<file path="src/verilog/mipsPkg.sv">
`default_nettype none

package mipsPkg;

    // datapath widths
    localparam int unsigned WORD_W  = 32;
    localparam int unsigned REG_W   = 5;
    localparam int unsigned SHAMT_W = 5;

    // execute/memory buffer, also the decode credit count after reset
    localparam int unsigned BUF_DEPTH = 2;

    // credits the memory stage grants after reset
    localparam int unsigned OUT_CREDITS = 2;

    // derived widths for the buffer pointers, occupancy and credit counter
    localparam int unsigned BUF_PTR_W = $clog2(BUF_DEPTH);
    localparam int unsigned BUF_CNT_W = $clog2(BUF_DEPTH + 1);
    localparam int unsigned CREDIT_W  = $clog2(OUT_CREDITS + 1);

    localparam logic [BUF_PTR_W-1:0] BUF_LAST    = BUF_PTR_W'(BUF_DEPTH - 1);
    localparam logic [CREDIT_W-1:0]  CREDIT_FULL = CREDIT_W'(OUT_CREDITS);

    // jal / jalr write here
    localparam logic [REG_W-1:0] LINK_REG = 5'd31;

    // alu operations; mult/multu only feed the multiply unit
    typedef enum logic [3:0] {
        ADD,
        ADDU,
        SUB,
        SUBU,
        AND,
        OR,
        XOR,
        NOR,
        SLT,
        SLTU,
        SLL,
        SRL,
        SRA,
        LUI,
        MULT,
        MULTU
    } aluOp_t;

    // destination register field
    typedef enum logic [1:0] {
        RT,
        RD,
        RA
    } regDst_t;

    // forwarding source chosen by the hazard unit
    typedef enum logic [1:0] {
        FWD_NONE,
        FWD_MEM,
        FWD_WB
    } forward_t;

    // second alu operand
    typedef enum logic [1:0] {
        SRCB_REG,
        SRCB_IMM,
        SRCB_SHAMT
    } srcBSel_t;

endpackage

`default_nettype wire

</file>
<file path="src/verilog/operandForward.sv">
`timescale 1ns/1ns
`default_nettype none

module operandForward (
    input  wire logic [mipsPkg::WORD_W-1:0] srcA,
    input  wire logic [mipsPkg::WORD_W-1:0] srcB,
    input  wire logic [mipsPkg::WORD_W-1:0] aluOutM,
    input  wire logic [mipsPkg::WORD_W-1:0] resultW,
    input  wire mipsPkg::forward_t          forwardA,
    input  wire mipsPkg::forward_t          forwardB,
    output logic      [mipsPkg::WORD_W-1:0] fwdA,
    output logic      [mipsPkg::WORD_W-1:0] fwdB
);

    // register value unless a younger result is still in flight
    function automatic logic [mipsPkg::WORD_W-1:0] pickSource(
        input logic [mipsPkg::WORD_W-1:0] regVal,
        input logic [mipsPkg::WORD_W-1:0] memVal,
        input logic [mipsPkg::WORD_W-1:0] wbVal,
        input mipsPkg::forward_t          sel
    );
        logic [mipsPkg::WORD_W-1:0] picked;
        case (sel)
            mipsPkg::FWD_MEM: picked = memVal;
            mipsPkg::FWD_WB:  picked = wbVal;
            default:          picked = regVal;
        endcase
        return picked;
    endfunction

    assign fwdA = pickSource(srcA, aluOutM, resultW, forwardA);

    // also the store data
    assign fwdB = pickSource(srcB, aluOutM, resultW, forwardB);

endmodule

`default_nettype wire

</file>
<file path="config.mk">
export PLATFORM = sky130hd
export DESIGN_NAME = operandForward
export DESIGN_NICKNAME = d
export VERILOG_FILES = /design/src/verilog/mipsPkg.sv /design/src/verilog/operandForward.sv
export SDC_FILE = /design/constraint.sdc
export NUM_CORES = 1
export LEC_CHECK = 0
export BUFFER_PORTS_ARGS = -buffer_cell sky130_fd_sc_hd__buf_2
export CORE_AREA = 3 3 74 76
export DETAILED_ROUTE_END_ITERATION = 8
export DIE_AREA = 0 0 77 79
export PLACE_DENSITY = 0.71
export SYNTH_ARGS = -nofsm -noshare
export SYNTH_HDL_FRONTEND = slang
export SYNTH_SLANG_ARGS = --single-unit
</file>
<file path="constraint.sdc">
create_clock -name vclk -period 1.69
set_input_delay 0.2535 -clock vclk [all_inputs]
set_output_delay 0.2535 -clock vclk [all_outputs]
set_load 0.1 [all_outputs]
</file>
After elaboration in Yosys (flattened, before gate mapping). Index checks and enable logic that the tools add are counted.

Register bits after elaboration: 0. Bits in latches: 0. Bits in writable memories: 0. Memory bits (read-only): 0. Input bits: 132. Output and inout port bits: 64. Logic and storage cells: 6. Memories: 0.

$add $sub $neg: 0. Multiply operators: 0. Div/mod/pow operators: 0. Magnitude comparators: 0. Eq/ne operators: 4. Shifts and indexed selects: 0. Muxes and demuxes: 2. Bitwise operators: 0. Reductions and logical operators: 0.

Operators with widths (number): $pmux W32 S2 (2); $eq A2 B1 Y1 const B (2); $eq A2 B2 Y1 const B (2).

Longest topological paths before layout. Gate-level depths: netlist of run 1.

Word-level depth: 2. Depth in mapped cells: 6. Mapped depth without buffers: 4.

Least setup slack after synthesis of run 1. OpenSTA, ideal clock, no wires.

Path type: input -> output. From: input forwardA[0]. To: output fwdA[27] (netlist bit). Arrival: 2.823 ns. Data required time: 1.436 ns. Setup slack: -1.386 ns. Stages on the path: 4. Buffers on the path: 1. Path through: inv_1 ha_1 buf_2 o21ai_0.

Word-level cells in the longest chain between the ends: 2. Elaborated cells on any way between the ends: 3. Those cells by class: eq/ne (2); mux (1).

RTL lines: start, declared (line operandForward.sv:9) `input wire mipsPkg::forward_t forwardA,`; $eq A2 B2 Y1 / $eq A2 B1 Y1 (equally long branches) (line operandForward.sv:23) `case (sel)`; $pmux W32 S2 * (line operandForward.sv:23); end, declared (line operandForward.sv:11) `output logic [mipsPkg::WORD_W-1:0] fwdA,`.

Mark *: on every way between the ends. The rest lies on a longest branch, timed or not.

Worst setup path in the final report of run 1.
From: input forwardA[1]. To: output fwdA[26] (netlist bit).

The elaborated chain is that of the path after synthesis.

==> impl_metrics.env, run 1 <==
export IMPL_drt_drc_violations_left=0
export IMPL_synthSimpleGateAreaFrac_pct=18.9
export IMPL_synth_sequential_area_ratio_pct=0
export IMPL_synth_area_per_cell_um2=5.64
export IMPL_post_dp_cell_area_um2=4100
export IMPL_area_delta_synth_final_pct=229
export IMPL_routed_wirelength_mm=9.01
export IMPL_grt_overflow_total=0
export IMPL_first_pass_grt_wire_length_mm=12.9
export IMPL_crit_path_end_kind="output pin"
export IMPL_shortest_period_the_worst_path_allows_ns=1.74
export IMPL_peakVddDrop_mv=0.508
export IMPL_violations="negative setup slack"
export IMPL_mostFrequentLayoutCell="sky130_fd_sc_hd__buf_2"
export IMPL_clkbuf_count=0
export IMPL_final_util_pct=87.5
export IMPL_final_net_count=553
export IMPL_fp_dieH_um=79
export IMPL_worstPathArrival_ns=1.49
export IMPL_hpwlAfterDp_mm=7.12
export IMPL_layout_cells_non_filler=482
export IMPL_synth_xor_area_share_pct=0
export IMPL_fin_tns_setup_ns=-0.0541
export IMPL_mappedNetlistNets=362
export IMPL_synthAdderAreaFrac_pct=3.93
export IMPL_hold_worst_slack_ns=0.887
export IMPL_insertedDiodeCount=0
export IMPL_rsz0062_at_grt="true"
export IMPL_start_util_pct=26.6
export IMPL_grt_pass1_vias=2710
export IMPL_postLayoutCellArea_um2=4190
export IMPL_timing_final_crit_share_pct=103
export IMPL_num_fill_cells=242
export IMPL_routabilityCongestion=0.878
export IMPL_timing_worst_slew_pin_value_ns=0.417
export IMPL_route_detailed_wl_per_inst_um=18.7
export IMPL_drt_first_pass_iters=5
export IMPL_largest_family_of_logic_cells_by_synthesized_area="compound AO/OA/AOI/OAI gates"
export IMPL_dr_total_vias=2685
export IMPL_antenna_violations_before_repair=0
export IMPL_dieWidth_um=77
export IMPL_power_density_nw_per_um2=752
export IMPL_crit_required_ns=1.44
export IMPL_floorplan_core_area_um2=4790
export IMPL_dp_cells=480
export IMPL_routed_antenna_nets=0
export IMPL_row_count=25
export IMPL_mostFrequentLayoutCells="sky130_fd_sc_hd__buf_2 (132), sky130_fd_sc_hd__buf_12 (74), sky130_fd_sc_hd__nand2_1 (64)"
export IMPL_post_route_worst_setup_slack_ns=-0.0541
export IMPL_global_route_usage_total_pct=25.6
export IMPL_fmax_mhz=573
export IMPL_netlist_area_um2=1270
export IMPL_dr_first_iter_drc_count=133
export IMPL_die_area_um2=6080
export IMPL_power_leakage_nw=1.79
export IMPL_final_layout_size_suffix_gt1_share_pct=70.1
export IMPL_ff_latch_area_um2=0
export IMPL_post_synth_num_cell_types=8
export IMPL_finalHoldViolCount=0
export IMPL_numSequentialCells=0
export IMPL_report_final_setup_viol=1
export IMPL_io_buffers=196
export IMPL_relSlewSlack_pct=72.2
export IMPL_critical_path_startpoint_type="input port"
export IMPL_syn_instance_count=226
export IMPL_status="complete, but fails checks"
export IMPL_grt_start_max_net_pins=33
export IMPL_slew_viol_final=0
export IMPL_routed_via_density=5.57
export IMPL_cap_viol_max_count=0
export IMPL_muxShareOfSynthArea_pct=0
export IMPL_io_pins=196
export IMPL_worstSetupPathType="in2out"
export IMPL_synth_compound_area_share_pct=62.9
export IMPL_synth_warning_count=0
export IMPL_min_path_type="in2out"
export IMPL_worstPathMaxFanout=17
export IMPL_pre_cts_ws_ns=-0.0473
export IMPL_report_power_total_mw=3.15
[Yosys cell counts]
library cell,instances,area (um2)
sky130_fd_sc_hd__a22oi_1,64,480
sky130_fd_sc_hd__buf_2,20,100
sky130_fd_sc_hd__o21ai_1,60,300
sky130_fd_sc_hd__nand2_1,64,240
sky130_fd_sc_hd__inv_1,4,15.0
sky130_fd_sc_hd__buf_6,6,67.6
sky130_fd_sc_hd__o21ai_0,4,20.0
sky130_fd_sc_hd__ha_1,4,50.1
[power by group]
group	leakage, nW	switching (mW)	internal (mW)	total, mW
registers	0	0	0	0
clock network	0	0	0	0
logic	1.79	2.02	1.13	3.15
[cell families (layout without fill, tap and decap cells)]
kind of cell    Yosys count  in the layout
simple gates             64             64
compound gates          128            128
buf+inv                  30            219
fa+ha+maj                 4              4
[area by class of cell]
type | instances | area, um2 | share of cell area, %
repair buffers | 215 | 2220 | 52.9
inverters | 4 | 15.0 | 0.359
multi-input cells | 196 | 1870 | 44.7
well taps | 67 | 83.8 | 2.00
[per-layer routing]
layer	vias up	global-route usage [%]	part of all wire (%)
li1	1226	-	-
met1	1248	25.2	33
met2	177	52.0	55
met3	34	5.44	7.9
met4	0	9.25	4.6
met5	-	0	0
[critical path, stage by stage]
cell and delay, ns:
sky130_fd_sc_hd__buf_2 0.11, sky130_fd_sc_hd__inv_1 0.05, sky130_fd_sc_hd__ha_1 0.18, sky130_fd_sc_hd__buf_4 0.20
sky130_fd_sc_hd__a22oi_1 0.37, sky130_fd_sc_hd__o21ai_4 0.13, sky130_fd_sc_hd__buf_12 0.18
[worst paths after layout]
| check | start | endpoint | slack (ns) | depth (start not counted) |
|---|---|---|---|---|
| setup / recovery | forwardA[1] | fwdA[26] | -0.05 | 7 |
| hold / removal | srcA[28] | fwdA[28] | 0.89 | 4 |
[timing repair]
| item | 4_1_cts | 5_1_grt |
|---|---|---|
| setup endpoints to repair | 19 | 54 |
| pin swaps | 1 | 0 |
| resized for setup | 0 | 11 |
| setup buffers | 0 | 2 |
| hold buffers | 0 | 0 |
(Power assumes the default switching activity.)
==> run 2, diff against run 1 <==
--- a/config.mk
+++ b/config.mk
@@ -5,11 +5,13 @@
 export SDC_FILE = /design/constraint.sdc
 export NUM_CORES = 1
 export LEC_CHECK = 0
-export BUFFER_PORTS_ARGS = -buffer_cell sky130_fd_sc_hd__buf_2
 export CORE_AREA = 3 3 74 76
 export DETAILED_ROUTE_END_ITERATION = 8
 export DIE_AREA = 0 0 77 79
-export PLACE_DENSITY = 0.71
+export DONT_BUFFER_PORTS = 1
+export PLACE_DENSITY = 0.37
+export SLEW_MARGIN = 20
 export SYNTH_ARGS = -nofsm -noshare
 export SYNTH_HDL_FRONTEND = slang
 export SYNTH_SLANG_ARGS = --single-unit
+export TNS_END_PERCENT = 5
==> run 2 against run 1 <==
Compared with the run above: wire length decreased by 17%; clock-buffer cell count unchanged; cell area decreased by 20%; combinational power decreased by 8.3%; the flow now finishes without violations; critical path type unchanged; non-clock buffer count decreased by 136; worst setup slack improved by 0.13 ns; sequential cell count unchanged; critical path depth decreased by 2; global-route usage decreased by 3.1 points; sequential share of layout area unchanged.
==> impl_metrics.env, run 2 (same netlist as run 1, synthesis figures left out) <==
export IMPL_routed_antenna_nets=0
export IMPL_fmax_mhz=621
export IMPL_resize_count_post_cts=0
export IMPL_critical_path_startpoint_type="input port"
export IMPL_hp_start="srcB[1]"
export IMPL_crit_path_end_kind="output pin"
export IMPL_global_route_usage_total_pct=22.5
export IMPL_power_leakage_nw=1.22
export IMPL_fin_tns_setup_ns=0
export IMPL_dr_total_vias=2081
export IMPL_peakVddDrop_mv=0.463
export IMPL_route_detailed_wl_per_inst_um=21.7
export IMPL_worstPathArrival_ns=1.36
export IMPL_report_power_total_mw=2.89
export IMPL_post_cts_hold_buffer_count=0
export IMPL_timing_final_crit_share_pct=95.2
export IMPL_dr_first_iter_drc_count=96
export IMPL_dp_cells=346
export IMPL_routed_via_density=6.01
export IMPL_crit_required_ns=1.44
export IMPL_routabilityCongestion=0.800
export IMPL_drt_drc_violations_left=0
export IMPL_first_pass_grt_wire_length_mm=11.3
export IMPL_status="complete, no violations"
export IMPL_layout_cells_non_filler=346
export IMPL_timing_worst_slew_pin_value_ns=0.389
export IMPL_area_delta_synth_final_pct=164
export IMPL_grt_overflow_total=0
export IMPL_die_area_um2=6080
export IMPL_grt_pass1_vias=2304
export IMPL_pre_cts_ws_ns=0.0952
export IMPL_post_route_worst_setup_slack_ns=0.0804
export IMPL_relSlewSlack_pct=74.1
export IMPL_finalHoldViolCount=0
export IMPL_cap_viol_max_count=0
export IMPL_fp_dieH_um=79
export IMPL_hpwlAfterDp_mm=6.19
export IMPL_insertedDiodeCount=0
export IMPL_start_util_pct=26.6
export IMPL_num_fill_cells=375
export IMPL_clkbuf_count=0
export IMPL_mostFrequentLayoutCell="sky130_fd_sc_hd__buf_12"
export IMPL_power_density_nw_per_um2=862
export IMPL_numSequentialCells=0
export IMPL_drt_first_pass_iters=4
export IMPL_shortest_period_the_worst_path_allows_ns=1.61
export IMPL_min_to="fwdB[1]"
export IMPL_floorplan_core_area_um2=4790
export IMPL_final_net_count=417
export IMPL_dieWidth_um=77
export IMPL_antenna_violations_before_repair=0
export IMPL_report_final_setup_viol=0
export IMPL_worstSetupPathType="in2out"
export IMPL_routed_wirelength_mm=7.49
export IMPL_final_layout_size_suffix_gt1_share_pct=52.0
export IMPL_rsz0062_at_grt="false"
export IMPL_cts_setup_buffers=0
export IMPL_ff_latch_area_um2=0
export IMPL_min_path_type="in2out"
export IMPL_hold_depth=3
export IMPL_worstPathMaxFanout=32
export IMPL_row_count=25
export IMPL_io_buffers=0
export IMPL_io_pins=196
export IMPL_grt_start_max_net_pins=33
export IMPL_slew_viol_final=0
export IMPL_final_util_pct=70.2
export IMPL_mostFrequentLayoutCells="sky130_fd_sc_hd__buf_12 (70), sky130_fd_sc_hd__a22oi_1 (64), sky130_fd_sc_hd__nand2_1 (64)"
run 2: worst max-delay path: stages:
cell                      delay (ns)
sky130_fd_sc_hd__inv_1          0.07
sky130_fd_sc_hd__ha_4           0.39
sky130_fd_sc_hd__a22oi_1        0.22
sky130_fd_sc_hd__o21ai_4        0.22
sky130_fd_sc_hd__buf_12         0.19
run 2: layout make-up:
cell class / count / area, um2 / share of cell area (%)
timing repair buffer: 79 / 1470 / 43.7
inverter: 4 / 15.0 / 0.447
multi-input combinational: 196 / 1790 / 53.3
tap: 67 / 83.8 / 2.50
run 2: worst max path at each step:
| stage | cells past startpoint | from | endpoint | slack, ns |
|---|---|---|---|---|
| 6_report | 5 | forwardA[0] | fwdA[3] | 0.08 |
| 5_1_grt | 5 | forwardA[0] | fwdA[3] | 0.001 |
| 4_1_cts | 5 | forwardA[0] | fwdA[3] | 0.09 |
| 3_5_place_dp | 5 | forwardA[0] | fwdA[3] | 0.1 |
| 3_3_place_gp | 5 | forwardB[0] | fwdB[6] | 0.13 |
| 2_1_floorplan | 5 | forwardA[0] | fwdA[29] | -0.16 |
run 2: layer usage:
layer / global-route usage [%] / part of all wire [%]
met5: 0 / 0
met3: 9.30 / 13
met2: 46.3 / 55
met4: 4.80 / 1.5
met1: 20.3 / 30
run 2: where the power goes:
| group | internal, mW | switching [mW] |
|---|---|---|
| combinational | 0.983 | 1.91 |
| sequential | 0 | 0 |
| clock | 0 | 0 |
run 2: metrics by stage:
stage / hold WS, ns / instance area (um2)
finish: 0.796 / 3360
global route: 0.811 / 3360
CTS: 0.799 / 3360
detailed placement: 0.797 / 3360
global placement: 0.793 / 3360
floorplan: 0.791 / 1950
