## src/verilog/mipsPkg.sv

```systemverilog
`default_nettype none

package mipsPkg;

    // datapath widths
    localparam int unsigned WORD_W  = 32;
    localparam int unsigned REG_W   = 5;
    localparam int unsigned SHAMT_W = 5;

    // execute/memory buffer, also the decode credit count after reset
    localparam int unsigned BUF_DEPTH = 2;

    // credits the memory stage grants after reset
    localparam int unsigned OUT_CREDITS = 2;

    // derived widths for the buffer pointers, occupancy and credit counter
    localparam int unsigned BUF_PTR_W = $clog2(BUF_DEPTH);
    localparam int unsigned BUF_CNT_W = $clog2(BUF_DEPTH + 1);
    localparam int unsigned CREDIT_W  = $clog2(OUT_CREDITS + 1);

    localparam logic [BUF_PTR_W-1:0] BUF_LAST    = BUF_PTR_W'(BUF_DEPTH - 1);
    localparam logic [CREDIT_W-1:0]  CREDIT_FULL = CREDIT_W'(OUT_CREDITS);

    // jal / jalr write here
    localparam logic [REG_W-1:0] LINK_REG = 5'd31;

    // alu operations; mult/multu only feed the multiply unit
    typedef enum logic [3:0] {
        ADD,
        ADDU,
        SUB,
        SUBU,
        AND,
        OR,
        XOR,
        NOR,
        SLT,
        SLTU,
        SLL,
        SRL,
        SRA,
        LUI,
        MULT,
        MULTU
    } aluOp_t;

    // destination register field
    typedef enum logic [1:0] {
        RT,
        RD,
        RA
    } regDst_t;

    // forwarding source chosen by the hazard unit
    typedef enum logic [1:0] {
        FWD_NONE,
        FWD_MEM,
        FWD_WB
    } forward_t;

    // second alu operand
    typedef enum logic [1:0] {
        SRCB_REG,
        SRCB_IMM,
        SRCB_SHAMT
    } srcBSel_t;

endpackage

`default_nettype wire

```

## src/verilog/execMemReg.sv

```systemverilog
`timescale 1ns/1ns
`default_nettype none

module execMemReg (
    input  wire logic                      clk,
    input  wire logic                      rst,
    input  wire logic                      inValid,
    input  wire logic [mipsPkg::WORD_W-1:0] aluOutIn,
    input  wire logic [mipsPkg::WORD_W-1:0] writeDataIn,
    input  wire logic [mipsPkg::WORD_W-1:0] hiIn,
    input  wire logic [mipsPkg::WORD_W-1:0] loIn,
    input  wire logic [mipsPkg::REG_W-1:0]  writeRegIn,
    input  wire logic                      overflowIn,
    input  wire logic                      hiLoWriteIn,
    input  wire logic                      outCredit,
    output logic                           outValid,
    output logic                           inCredit,
    output logic      [mipsPkg::WORD_W-1:0] aluOut,
    output logic      [mipsPkg::WORD_W-1:0] writeData,
    output logic      [mipsPkg::WORD_W-1:0] hi,
    output logic      [mipsPkg::WORD_W-1:0] lo,
    output logic      [mipsPkg::REG_W-1:0]  writeReg,
    output logic                           overflow,
    output logic                           hiLoWrite
);

    logic [mipsPkg::WORD_W-1:0] aluOutMem    [mipsPkg::BUF_DEPTH];
    logic [mipsPkg::WORD_W-1:0] writeDataMem [mipsPkg::BUF_DEPTH];
    logic [mipsPkg::WORD_W-1:0] hiMem        [mipsPkg::BUF_DEPTH];
    logic [mipsPkg::WORD_W-1:0] loMem        [mipsPkg::BUF_DEPTH];
    logic [mipsPkg::REG_W-1:0]  writeRegMem  [mipsPkg::BUF_DEPTH];
    logic                       overflowMem  [mipsPkg::BUF_DEPTH];
    logic                       hiLoWriteMem [mipsPkg::BUF_DEPTH];

    logic [mipsPkg::BUF_PTR_W-1:0] wrPtr;
    logic [mipsPkg::BUF_PTR_W-1:0] rdPtr;
    logic [mipsPkg::BUF_CNT_W-1:0] count;
    logic [mipsPkg::CREDIT_W-1:0]  credits;

    // decode only sends while it holds a credit, so a push never meets a full buffer
    logic push;
    logic pop;

    assign push = inValid;

    // oldest entry leaves whenever memory has room for it
    assign pop      = (count != '0) && (credits != '0);
    assign outValid = pop;

    always_ff @(posedge clk) begin
        if (push) begin
            aluOutMem[wrPtr]    <= aluOutIn;
            writeDataMem[wrPtr] <= writeDataIn;
            hiMem[wrPtr]        <= hiIn;
            loMem[wrPtr]        <= loIn;
            writeRegMem[wrPtr]  <= writeRegIn;
            overflowMem[wrPtr]  <= overflowIn;
            hiLoWriteMem[wrPtr] <= hiLoWriteIn;
        end
    end

    always_ff @(posedge clk) begin
        if (rst) begin
            wrPtr    <= '0;
            rdPtr    <= '0;
            count    <= '0;
            credits  <= mipsPkg::CREDIT_FULL;
            inCredit <= 1'b0;
        end else begin
            if (push) begin
                wrPtr <= (wrPtr == mipsPkg::BUF_LAST) ? '0 : wrPtr + 1'b1;
            end
            if (pop) begin
                rdPtr <= (rdPtr == mipsPkg::BUF_LAST) ? '0 : rdPtr + 1'b1;
            end
            case ({push, pop})
                2'b10:   count <= count + 1'b1;
                2'b01:   count <= count - 1'b1;
                default: count <= count;
            endcase
            // spend and refill can land in the same cycle
            case ({pop, outCredit})
                2'b10:   credits <= credits - 1'b1;
                2'b01:   credits <= credits + 1'b1;
                default: credits <= credits;
            endcase
            // slot freed, hand a credit back to decode
            inCredit <= pop;
        end
    end

    assign aluOut    = aluOutMem[rdPtr];
    assign writeData = writeDataMem[rdPtr];
    assign hi        = hiMem[rdPtr];
    assign lo        = loMem[rdPtr];
    assign writeReg  = writeRegMem[rdPtr];
    assign overflow  = overflowMem[rdPtr];
    assign hiLoWrite = hiLoWriteMem[rdPtr];

endmodule

`default_nettype wire

```

## config.mk

```make
export PLATFORM = sky130hd
export DESIGN_NAME = execMemReg
export DESIGN_NICKNAME = d
export VERILOG_FILES = /design/src/verilog/mipsPkg.sv /design/src/verilog/execMemReg.sv
export SDC_FILE = /design/constraint.sdc
export NUM_CORES = 1
export LEC_CHECK = 0
export ABC_AREA = 1
export BUFFER_PORTS_ARGS = -buffer_cell sky130_fd_sc_hd__buf_2
export CAP_MARGIN = 0
export CORE_UTILIZATION = 52
export CTS_CLUSTER_SIZE = 12
export DETAILED_ROUTE_END_ITERATION = 6
export PLACE_DENSITY = 0.81
export SLEW_MARGIN = 20
export SYNTH_ARGS = -nofsm -noshare
export SYNTH_HDL_FRONTEND = slang
export SYNTH_SLANG_ARGS = --single-unit
```

## constraint.sdc

```tcl
create_clock -name clk -period 8.2 [get_ports clk]
set_clock_uncertainty 0.15 [all_clocks]
set_input_delay 0.41 -clock clk [delete_from_list [all_inputs] [get_ports clk]]
set_output_delay 0.41 -clock clk [all_outputs]
set_load 0.02 [all_outputs]
```

After elaboration in Yosys (flattened, before gate mapping)
Memories as Yosys holds them, arrays and structs flattened. A register that Yosys moved wholly into a read port is not among the register bits.
Cells that the tools add are included.
{ "totals": {"inputBits": 139, "mem_count": 7, "elab_cells": 47, "mem_bits_ro": 0, "regBits": 7, "ram_bits": 270, "latchBits": 0, "output_inout_bits": 137} }
{ "memory_table": {"columns": ["name", "words", "width", "rd", "rd_clocked_by_memory_dff", "wr", "line", "source"], "rows": [
  ["aluOutMem", 2, 32, 1, 1, 1, "execMemReg.sv:27", "logic [mipsPkg::WORD_W-1:0] aluOutMem [mipsPkg::BUF_DEPTH];"],
  ["hiMem", 2, 32, 1, 1, 1, "execMemReg.sv:29", "logic [mipsPkg::WORD_W-1:0] hiMem [mipsPkg::BUF_DEPTH];"],
  ["loMem", 2, 32, 1, 1, 1, "execMemReg.sv:30", "logic [mipsPkg::WORD_W-1:0] loMem [mipsPkg::BUF_DEPTH];"],
  ["writeDataMem", 2, 32, 1, 1, 1, "execMemReg.sv:28", "logic [mipsPkg::WORD_W-1:0] writeDataMem [mipsPkg::BUF_DEPTH];"],
  ["writeRegMem", 2, 5, 1, 1, 1, "execMemReg.sv:31", "logic [mipsPkg::REG_W-1:0] writeRegMem [mipsPkg::BUF_DEPTH];"],
  ["hiLoWriteMem", 2, 1, 1, 1, 1, "execMemReg.sv:33", "logic hiLoWriteMem [mipsPkg::BUF_DEPTH];"],
  ["+1 memories", null, null, null, null, null, null, null]
]} }
{ "classes": {"reduce_logical": 5, "eq_ne": 4, "add_sub_neg": 6, "n_lt_le_gt_ge": 0, "mul": 0, "n_shift": 0, "n_mux": 20, "n_div": 0, "bitwise": 0} }
{ "ops": {"columns": ["cell", "n"], "rows": [
  ["2-to-1 mux 1 bit", 18],
  ["case mux 2 bit (2 select lines)", 2],
  ["nonzero test 2 bit", 4],
  ["adder 2 x 1 -> 2 bit, second input constant", 2],
  ["== test 2 x 1 -> 1 bit, second input constant", 2],
  ["== test 2 bit, second input constant", 2],
  ["subtractor 2 x 1 -> 2 bit, second input constant", 2],
  ["adder 1 bit, second input constant", 2],
  ["logical AND 1 bit", 1]
]} }

Depth between registers and ports, before layout
Gate-level depths: netlist of run 1.
{ "logic_depth": {"depth_word": 4, "depth_mapped": 9} }

Worst setup path after synthesis of run 1
No wires, ideal clock.
{ "synth_path": {"kind": "input-to-reg", "startpoint": "input port inValid", "endpoint": "memory aluOutMem[0][0] in the netlist's numbering (enable)", "path_buffers": 0, "slack_ns": 1.293, "path_stages": 2, "t_arrival_ns": 6.122, "setup_ns": 0.635, "path_cell_list": "inv_1 -> nor2_1"} }
{ "synth_via": {"elab_chain_len": 2} }
{ "synth_rtl": {"columns": ["item", "line", "source"], "rows": [
  ["from (decl)", "execMemReg.sv:7", "input wire logic inValid,"],
  ["2-to-1 mux 1 bit", "execMemReg.sv:51", "if (push) begin"],
  ["2-to-1 mux 1 bit (not written as such)", "execMemReg.sv:52", "aluOutMem[wrPtr] <= aluOutIn;"],
  ["to (decl)", "execMemReg.sv:27", null]
]} }
Every way passes these cells.

==> key figures, run 1 <==
Outcome
  • Status: finished, final reports clean

Logic synthesis
  • Sequential area share after synthesis: 80.3%
  • Syn Area/Cell: 21.8 um2
  • Synth Instances: approximately 470
  • FF+latch count, synth: around 280
  • Synth unique cells: 16
  • Synth Warn #: 0
  • Post-Syn Area: 0.0103 mm2
  • Syn Nets: 614

STA
  • Setup TNS: 0 ns
  • Final min period: 3.41 ns
  • Fin crit share: 41.6%
  • Slew headroom: 28.1%
  • Slew Viols, Final: 0
  • Final hold vios: 0
  • Worst Tran Pin Value: around 1.1 ns
  • RSZ-0062 raised after global routing: no
  • FMAX: 0.293 GHz
  • Worst hold slack: 0.0312 ns
  • Final setup fails: 0

Worst setup path
  • Arrival @ worst endpoint: 2.85 ns
  • CP max FO: 60
  • Crit Path Category: register to output port
  • Req. time, crit path: 7.64 ns
  • CP endpoint kind: output port
  • CP startpoint kind: register

Placed design
  • Hpwl dp: between 10000 and 15000 um
  • Placed cell area: 0.0119 mm2
  • IO buf count: 275
  • Final estimated routing congestion in global placement: 0.813

Global routing
  • Vias in the first global route: 6401
  • GRT Total Usage: a little over a fifth
  • Total grt overflow: 0
  • First-pass GRT wire length: roughly 33000 um
  • Largest net degree at the start of global routing: 81
  • Initial antenna violation count: 1

Pwr
  • Peak supply drop: 0.000234 V
  • Pleak: 5.51 nW
  • Pwr Density: 270 mW/mm2

Finish
  • Util after Layout: roughly 73%
  • Layout area overhead: 37.5%
  • Most common cell after layout, fill and taps aside: buf_2
  • Multi-input gate area: between 0.0015 and 0.002 mm2
  • Layout cell share with drive strength beyond 1: 49.2%
  • Fin nets: 1045
  • Reg area: 0.00827 mm2
  • Layout fillers: approximately 1.1k
  • Most frequent cells in the layout: buf_2, edfxtp_1, dlygate4sd3_1
  • Post-Layout Inst Area: 0.0142 mm2

Drt
  • DRC Markers: 0
  • Drt initial violations: 339
  • TritonRoute pass-1 iters: 4
  • Vias per cell: 4.99
  • Via count: 5926
  • Final wirelength: 22300 um
  • Antenna Nets Post-Route: 0
  • Drt wl/cell: 18.8 um

Clocking
  • Clk root buf: clkbuf_16
  • TritonCTS clock tree: done
  • CTS clock-pin slew for the worst setup and hold paths: 0.06 ns
  • Worst-skew pair later-pin latency: 0.52 ns
  • Clock buffer count from CTS: 28
  • Num Clock Sinks: approximately 280
  • Htree depth: 1
  • Setup repair bufs after CTS: 0
  • Post_cts resized: 0
  • Worst-case clock buffer depth: 3

Floorplanning
  • Std-Cell Rows: 51
  • CORE AREA: 0.0195 mm2
  • Chip Height: 143 um
  • Width of the die: 143 um
  • # IOs: between 200 and 300
  • Initial Util: 52.9%
  • Die ar.: 0.0204 mm2

Job
  • Max cap viols: 0

Worst hold path
  • Worst hold path class: input port to register
[final timing paths]
path                    from       endpoint  slack, ns  depth (start not counted)
hold / removal       inValid          wrPtr       0.03                          3
setup / recovery    register  writeData[14]       4.79                          4
hold reg to reg   credits[1]     credits[1]       0.32                          2
setup reg to reg       wrPtr   hiMem[1][13]       5.75                          3
[flip-flops by register name, summed over array words and instances, names as in the netlist, named ones only]
name,count
credits,2
inCredit,1
hiLoWriteMem,2
count,2
loMem,64
overflowMem,2
aluOutMem,64
wrPtr,1
writeDataMem,64
hiMem,64
writeRegMem,10
rdPtr,1
[through the flow]
| step | setup slack [ns] | power, mW | cells |
|---|---|---|---|
| floorplan | 1.29 | 2.38 | 473 |
| global placement | 5.10 | 2.59 | 1002 |
| detailed placement | 5.04 | 2.62 | 1002 |
| CTS | 4.48 | 3.82 | 1185 |
| global route | 4.61 | 3.96 | 1187 |
| finish | 4.79 | 3.83 | 1187 |
[repair_timing]
item,in CTS,in global routing
endpoints found under the setup margin,0,0
hold endpoints to repair,272,0
hold buffers,136,0
[synth_stat cells (all sizes together)]
cell    number  area [um2]
edfxtp     270        8110
mux2       135        1710
buf         15         119
inv         11        41.3
nor2        11        41.3
nand2       10        37.5
dfxtp        8         160
a21oi        3        15.0
ha           2        25.0
nand3        2        10.0
nand4        2        12.5
o21ai        2        10.0
nand3b       1        7.51
nor3         1        5.00
[cells by family after synthesis]
family | after synthesis | share of synthesized area, %
AOI/OAI and AO/OA | 5 | 0.243
DFF | 278 | 80.3
muxes | 135 | 16.6
buffers and inverters | 26 | 1.55
and+or+nand+nor | 27 | 1.11
adders and majority gates | 2 | 0.243
[cell type report]
| cell class | instances | share of cell area, % |
|---|---|---|
| Clock inverter | 3 | 0.0972 |
| Inverter | 11 | 0.327 |
| Antenna cell | 1 | 0.0177 |
| Timing Repair Buffer | 416 | 19.7 |
| Sequential cell | 278 | 58.4 |
| Clock buffer | 44 | 5.80 |
| Tap cell | 265 | 2.34 |
| Multi-Input combinational cell | 169 | 13.3 |
[critical path, stage by stage, from the launching register on]
cell and delay (ns):
dfxtp_4 0.60, buf_16 0.33, buf_4 0.74, mux2_2 0.42, buf_2 0.16
[per-layer routing]
layer / global-route usage (%) / routed length, um / vias up
met4: 9.68 / 850 / 0
met5: 0 / 0 / -
met3: 4.73 / 1360 / 60
met1: 23.1 / 8330 / 2902
li1: - / - / 2714
met2: 39.9 / 11800 / 250
[where the power goes]
part / switching [mW] / internal, mW / total (mW)
clock: 0.486 / 0.679 / 1.16
sequential: 0.0475 / 1.66 / 1.71
combinational: 0.525 / 0.429 / 0.954
total: 1.06 / 2.77 / 3.83
Power figures use the tool's default switching activity.
==> run 2: changes to the inputs <==
--- a/config.mk
+++ b/config.mk
@@ -5,7 +5,7 @@
 export SDC_FILE = /design/constraint.sdc
 export NUM_CORES = 1
 export LEC_CHECK = 0
-export ABC_AREA = 1
+export ABC_AREA = 0
 export BUFFER_PORTS_ARGS = -buffer_cell sky130_fd_sc_hd__buf_2
 export CAP_MARGIN = 0
 export CORE_UTILIZATION = 52
==> constraint.sdc (replaced) <==
create_clock -name clk -period 3.5 [get_ports clk]
set_clock_uncertainty 0.15 [all_clocks]
set_input_delay 0.175 -clock clk [delete_from_list [all_inputs] [get_ports clk]]
set_output_delay 0.175 -clock clk [all_outputs]
set_load 0.02 [all_outputs]
==> key figures, run 2 <==
Clocking
  • Clk root buf: clkbuf_16
  • CTS clock-pin slew for the worst setup and hold paths: 0.06 ns
  • TritonCTS clock tree: done
  • Setup repair bufs after CTS: 0
  • Num Clock Sinks: 278
  • Htree depth: 1
  • Worst-skew pair later-pin latency: approximately 0.52 ns
  • Clock buffer count from CTS: 28
  • Worst-case clock buffer depth: 3

Logic synthesis
  • Synth top area share: between 70% and 80%
  • Top-count cell post-synth: edfxtp_1
  • Async SR Flop Fraction: 0%
  • Most instantiated cells after synthesis: edfxtp_1, mux2_2, mux2_4
  • Post-Syn Area: 0.0103 mm2
  • Post-synth top area cell: edfxtp_1
  • Synth Instances: 454
  • Syn Area/Cell: about 23 um2
  • Synth unique cells: 19
  • Syn Nets: just under 600
  • FF+latch count, synth: 278
  • Post-synth EDFFs: 270
  • Top cells by area, synth: edfxtp_1, mux2_2, mux2_4, dfxtp_1, buf_6
  • Post-synth top flop: edfxtp_1
  • Synth Warn #: 0
  • Sequential area share after synthesis: 80.6%

Global routing
  • Vias in the first global route: 6321
  • Initial antenna violation count: 1
  • GRT Total Usage: 20.6%
  • Total grt overflow: 0
  • Largest net degree at the start of global routing: 136
  • First-pass GRT wire length: 31700 um

Job
  • Max cap viols: 0

Worst setup path
  • CP startpoint kind: register
  • Req. time, crit path: about 3.2 ns
  • CP endpoint kind: output port
  • Highest cell delay on the worst timing path: between 0.6 and 0.7 ns
  • Crit Path Category: register to output port
  • CP max FO: 61
  • Arrival @ worst endpoint: 2.21 ns
  • Cell breakdown of the critical path: buf_4 > mux2_2 > buf_2
  • CP max stage cell: buf_4

Outcome
  • Status: finished, final reports clean

Placed design
  • Placed cell area: 0.0119 mm2
  • Placed insts: 984
  • IO buf count: roughly 280
  • Hpwl dp: 12100 um
  • Final estimated routing congestion in global placement: ~0.76

Pwr
  • Clk network pwr share: 28.2%
  • Pwr Density: 655 mW/mm2
  • Sw Share: approximately 29%
  • Pleak: 5.44 nW
  • Logic pwr share: 28.6%
  • Pint: 6.59 mW
  • Flop pwr share: 43.2%
  • Peak supply drop: 0.000551 V
  • Overall Power: 9.24 mW
  • Switching power: approximately 2.7 mW

Worst hold path
  • Worst hold path class: input port to register

STA
  • Worst Tran Pin Value: 0.930 ns
  • FMAX: ~0.39 GHz
  • Final min period: 2.53 ns
  • Slew Viols, Final: 0
  • RSZ-0062 raised after global routing: no
  • Final hold vios: 0
  • Setup TNS: 0 ns
  • Fin crit share: 72.4%
  • Slew headroom: 38.0%
  • Final setup fails: 0

Drt
  • TritonRoute pass-1 iters: 4
  • Final wirelength: 21600 um
  • Drt wl/cell: 18.5 um
  • Via count: 5867
  • Antenna Nets Post-Route: 0
  • Vias per cell: 5.03
  • DRC Markers: 0
  • Drt initial violations: 230

Finish
  • Most frequent cells in the layout: buf_2, edfxtp_1, dlygate4sd3_1
  • Layout cell share with drive strength beyond 1: 49.9%
  • Most common cell after layout, fill and taps aside: buf_2
  • Fin nets: between 1k and 1.5k
  • Layout fillers: 1129
  • Finished Layout Cells: 1167
  • Post-Layout Inst Area: 0.0141 mm2
  • Layout area overhead: 37.5%

Floorplanning
  • # IOs: 276
  • Chip Height: 142 um
  • Width of the die: 142 um
  • Die ar.: 0.0203 mm2
  • Initial Util: 52.9%
  • CORE AREA: 0.0194 mm2
  • Std-Cell Rows: 51
==> run 2: final timing paths <==
kind                         end  slack, ns       startpoint  depth (start not counted)
min reg2reg             register       0.36            rdPtr                          2
max reg2reg      aluOutMem[1][9]       1.53            wrPtr                          2
max                   aluOut[12]       0.97         register                          3
min          writeDataMem[1][10]       0.23  writeDataIn[10]                          2
==> run 2: layout make-up <==
cell class	count	area (um2)	area share [%]
diodes	1	2.50	0.0177
clock buffers	39	763	5.41
clock inverters	5	21.3	0.151
inverters	2	7.51	0.0532
multi-input cells	158	1870	13.3
flip-flops and latches	278	8270	58.6
well taps	265	332	2.35
repair buffers	419	2840	20.1
==> run 2: kinds of logic after synthesis <==
group,share of synthesized area [%]
flops,80.6
mux,16.7
buf+inv,1.27
simple gates,0.512
xor+xnor,0.512
compound gates,0.207
fa+ha+maj,0.244
==> run 2: timing repair <==
| item | 4_1_cts | 5_1_grt |
|---|---|---|
| resized for setup | 0 | 0 |
| hold buffers | 138 | 0 |
| setup endpoints to repair | 0 | 0 |
| hold endpoints to repair | 278 | 0 |
==> run 2: critical path: cells and delay by family, from the launching register on <==
family / cells / cell delay [ns]
buf+inv: 2 / 0.83
flops: 1 / 0.35
mux: 1 / 0.42
==> run 2: power by group through the flow <==
stage               registers (mW)  logic, mW  clock network [mW]
floorplan                     4.04       1.84                   0
global placement              4.04       2.44                   0
detailed placement            4.06       2.49                   0
CTS                           3.99       2.62                2.65
global route                  4.01       2.78                2.77
finish                        4.00       2.64                2.60
==> run 2: routing by layer <==
layer	share of wire (%)	vias to the layer above	track usage [%]
met4	2.8	0	7.24
li1	-	2670	-
met3	7.9	51	5.28
met5	0	-	0
met2	53	279	38.6
met1	36	2867	22.3
==> run 2: metrics by stage <==
step,hold slack [ns],utilization (%),setup slack (ns)
finish,0.226,72.7,0.968
global route,0.224,72.7,0.895
CTS,0.200,72.7,0.950
detailed placement,0.217,61.5,1.51
global placement,0.212,61.5,1.57
floorplan,0.124,-,0.586
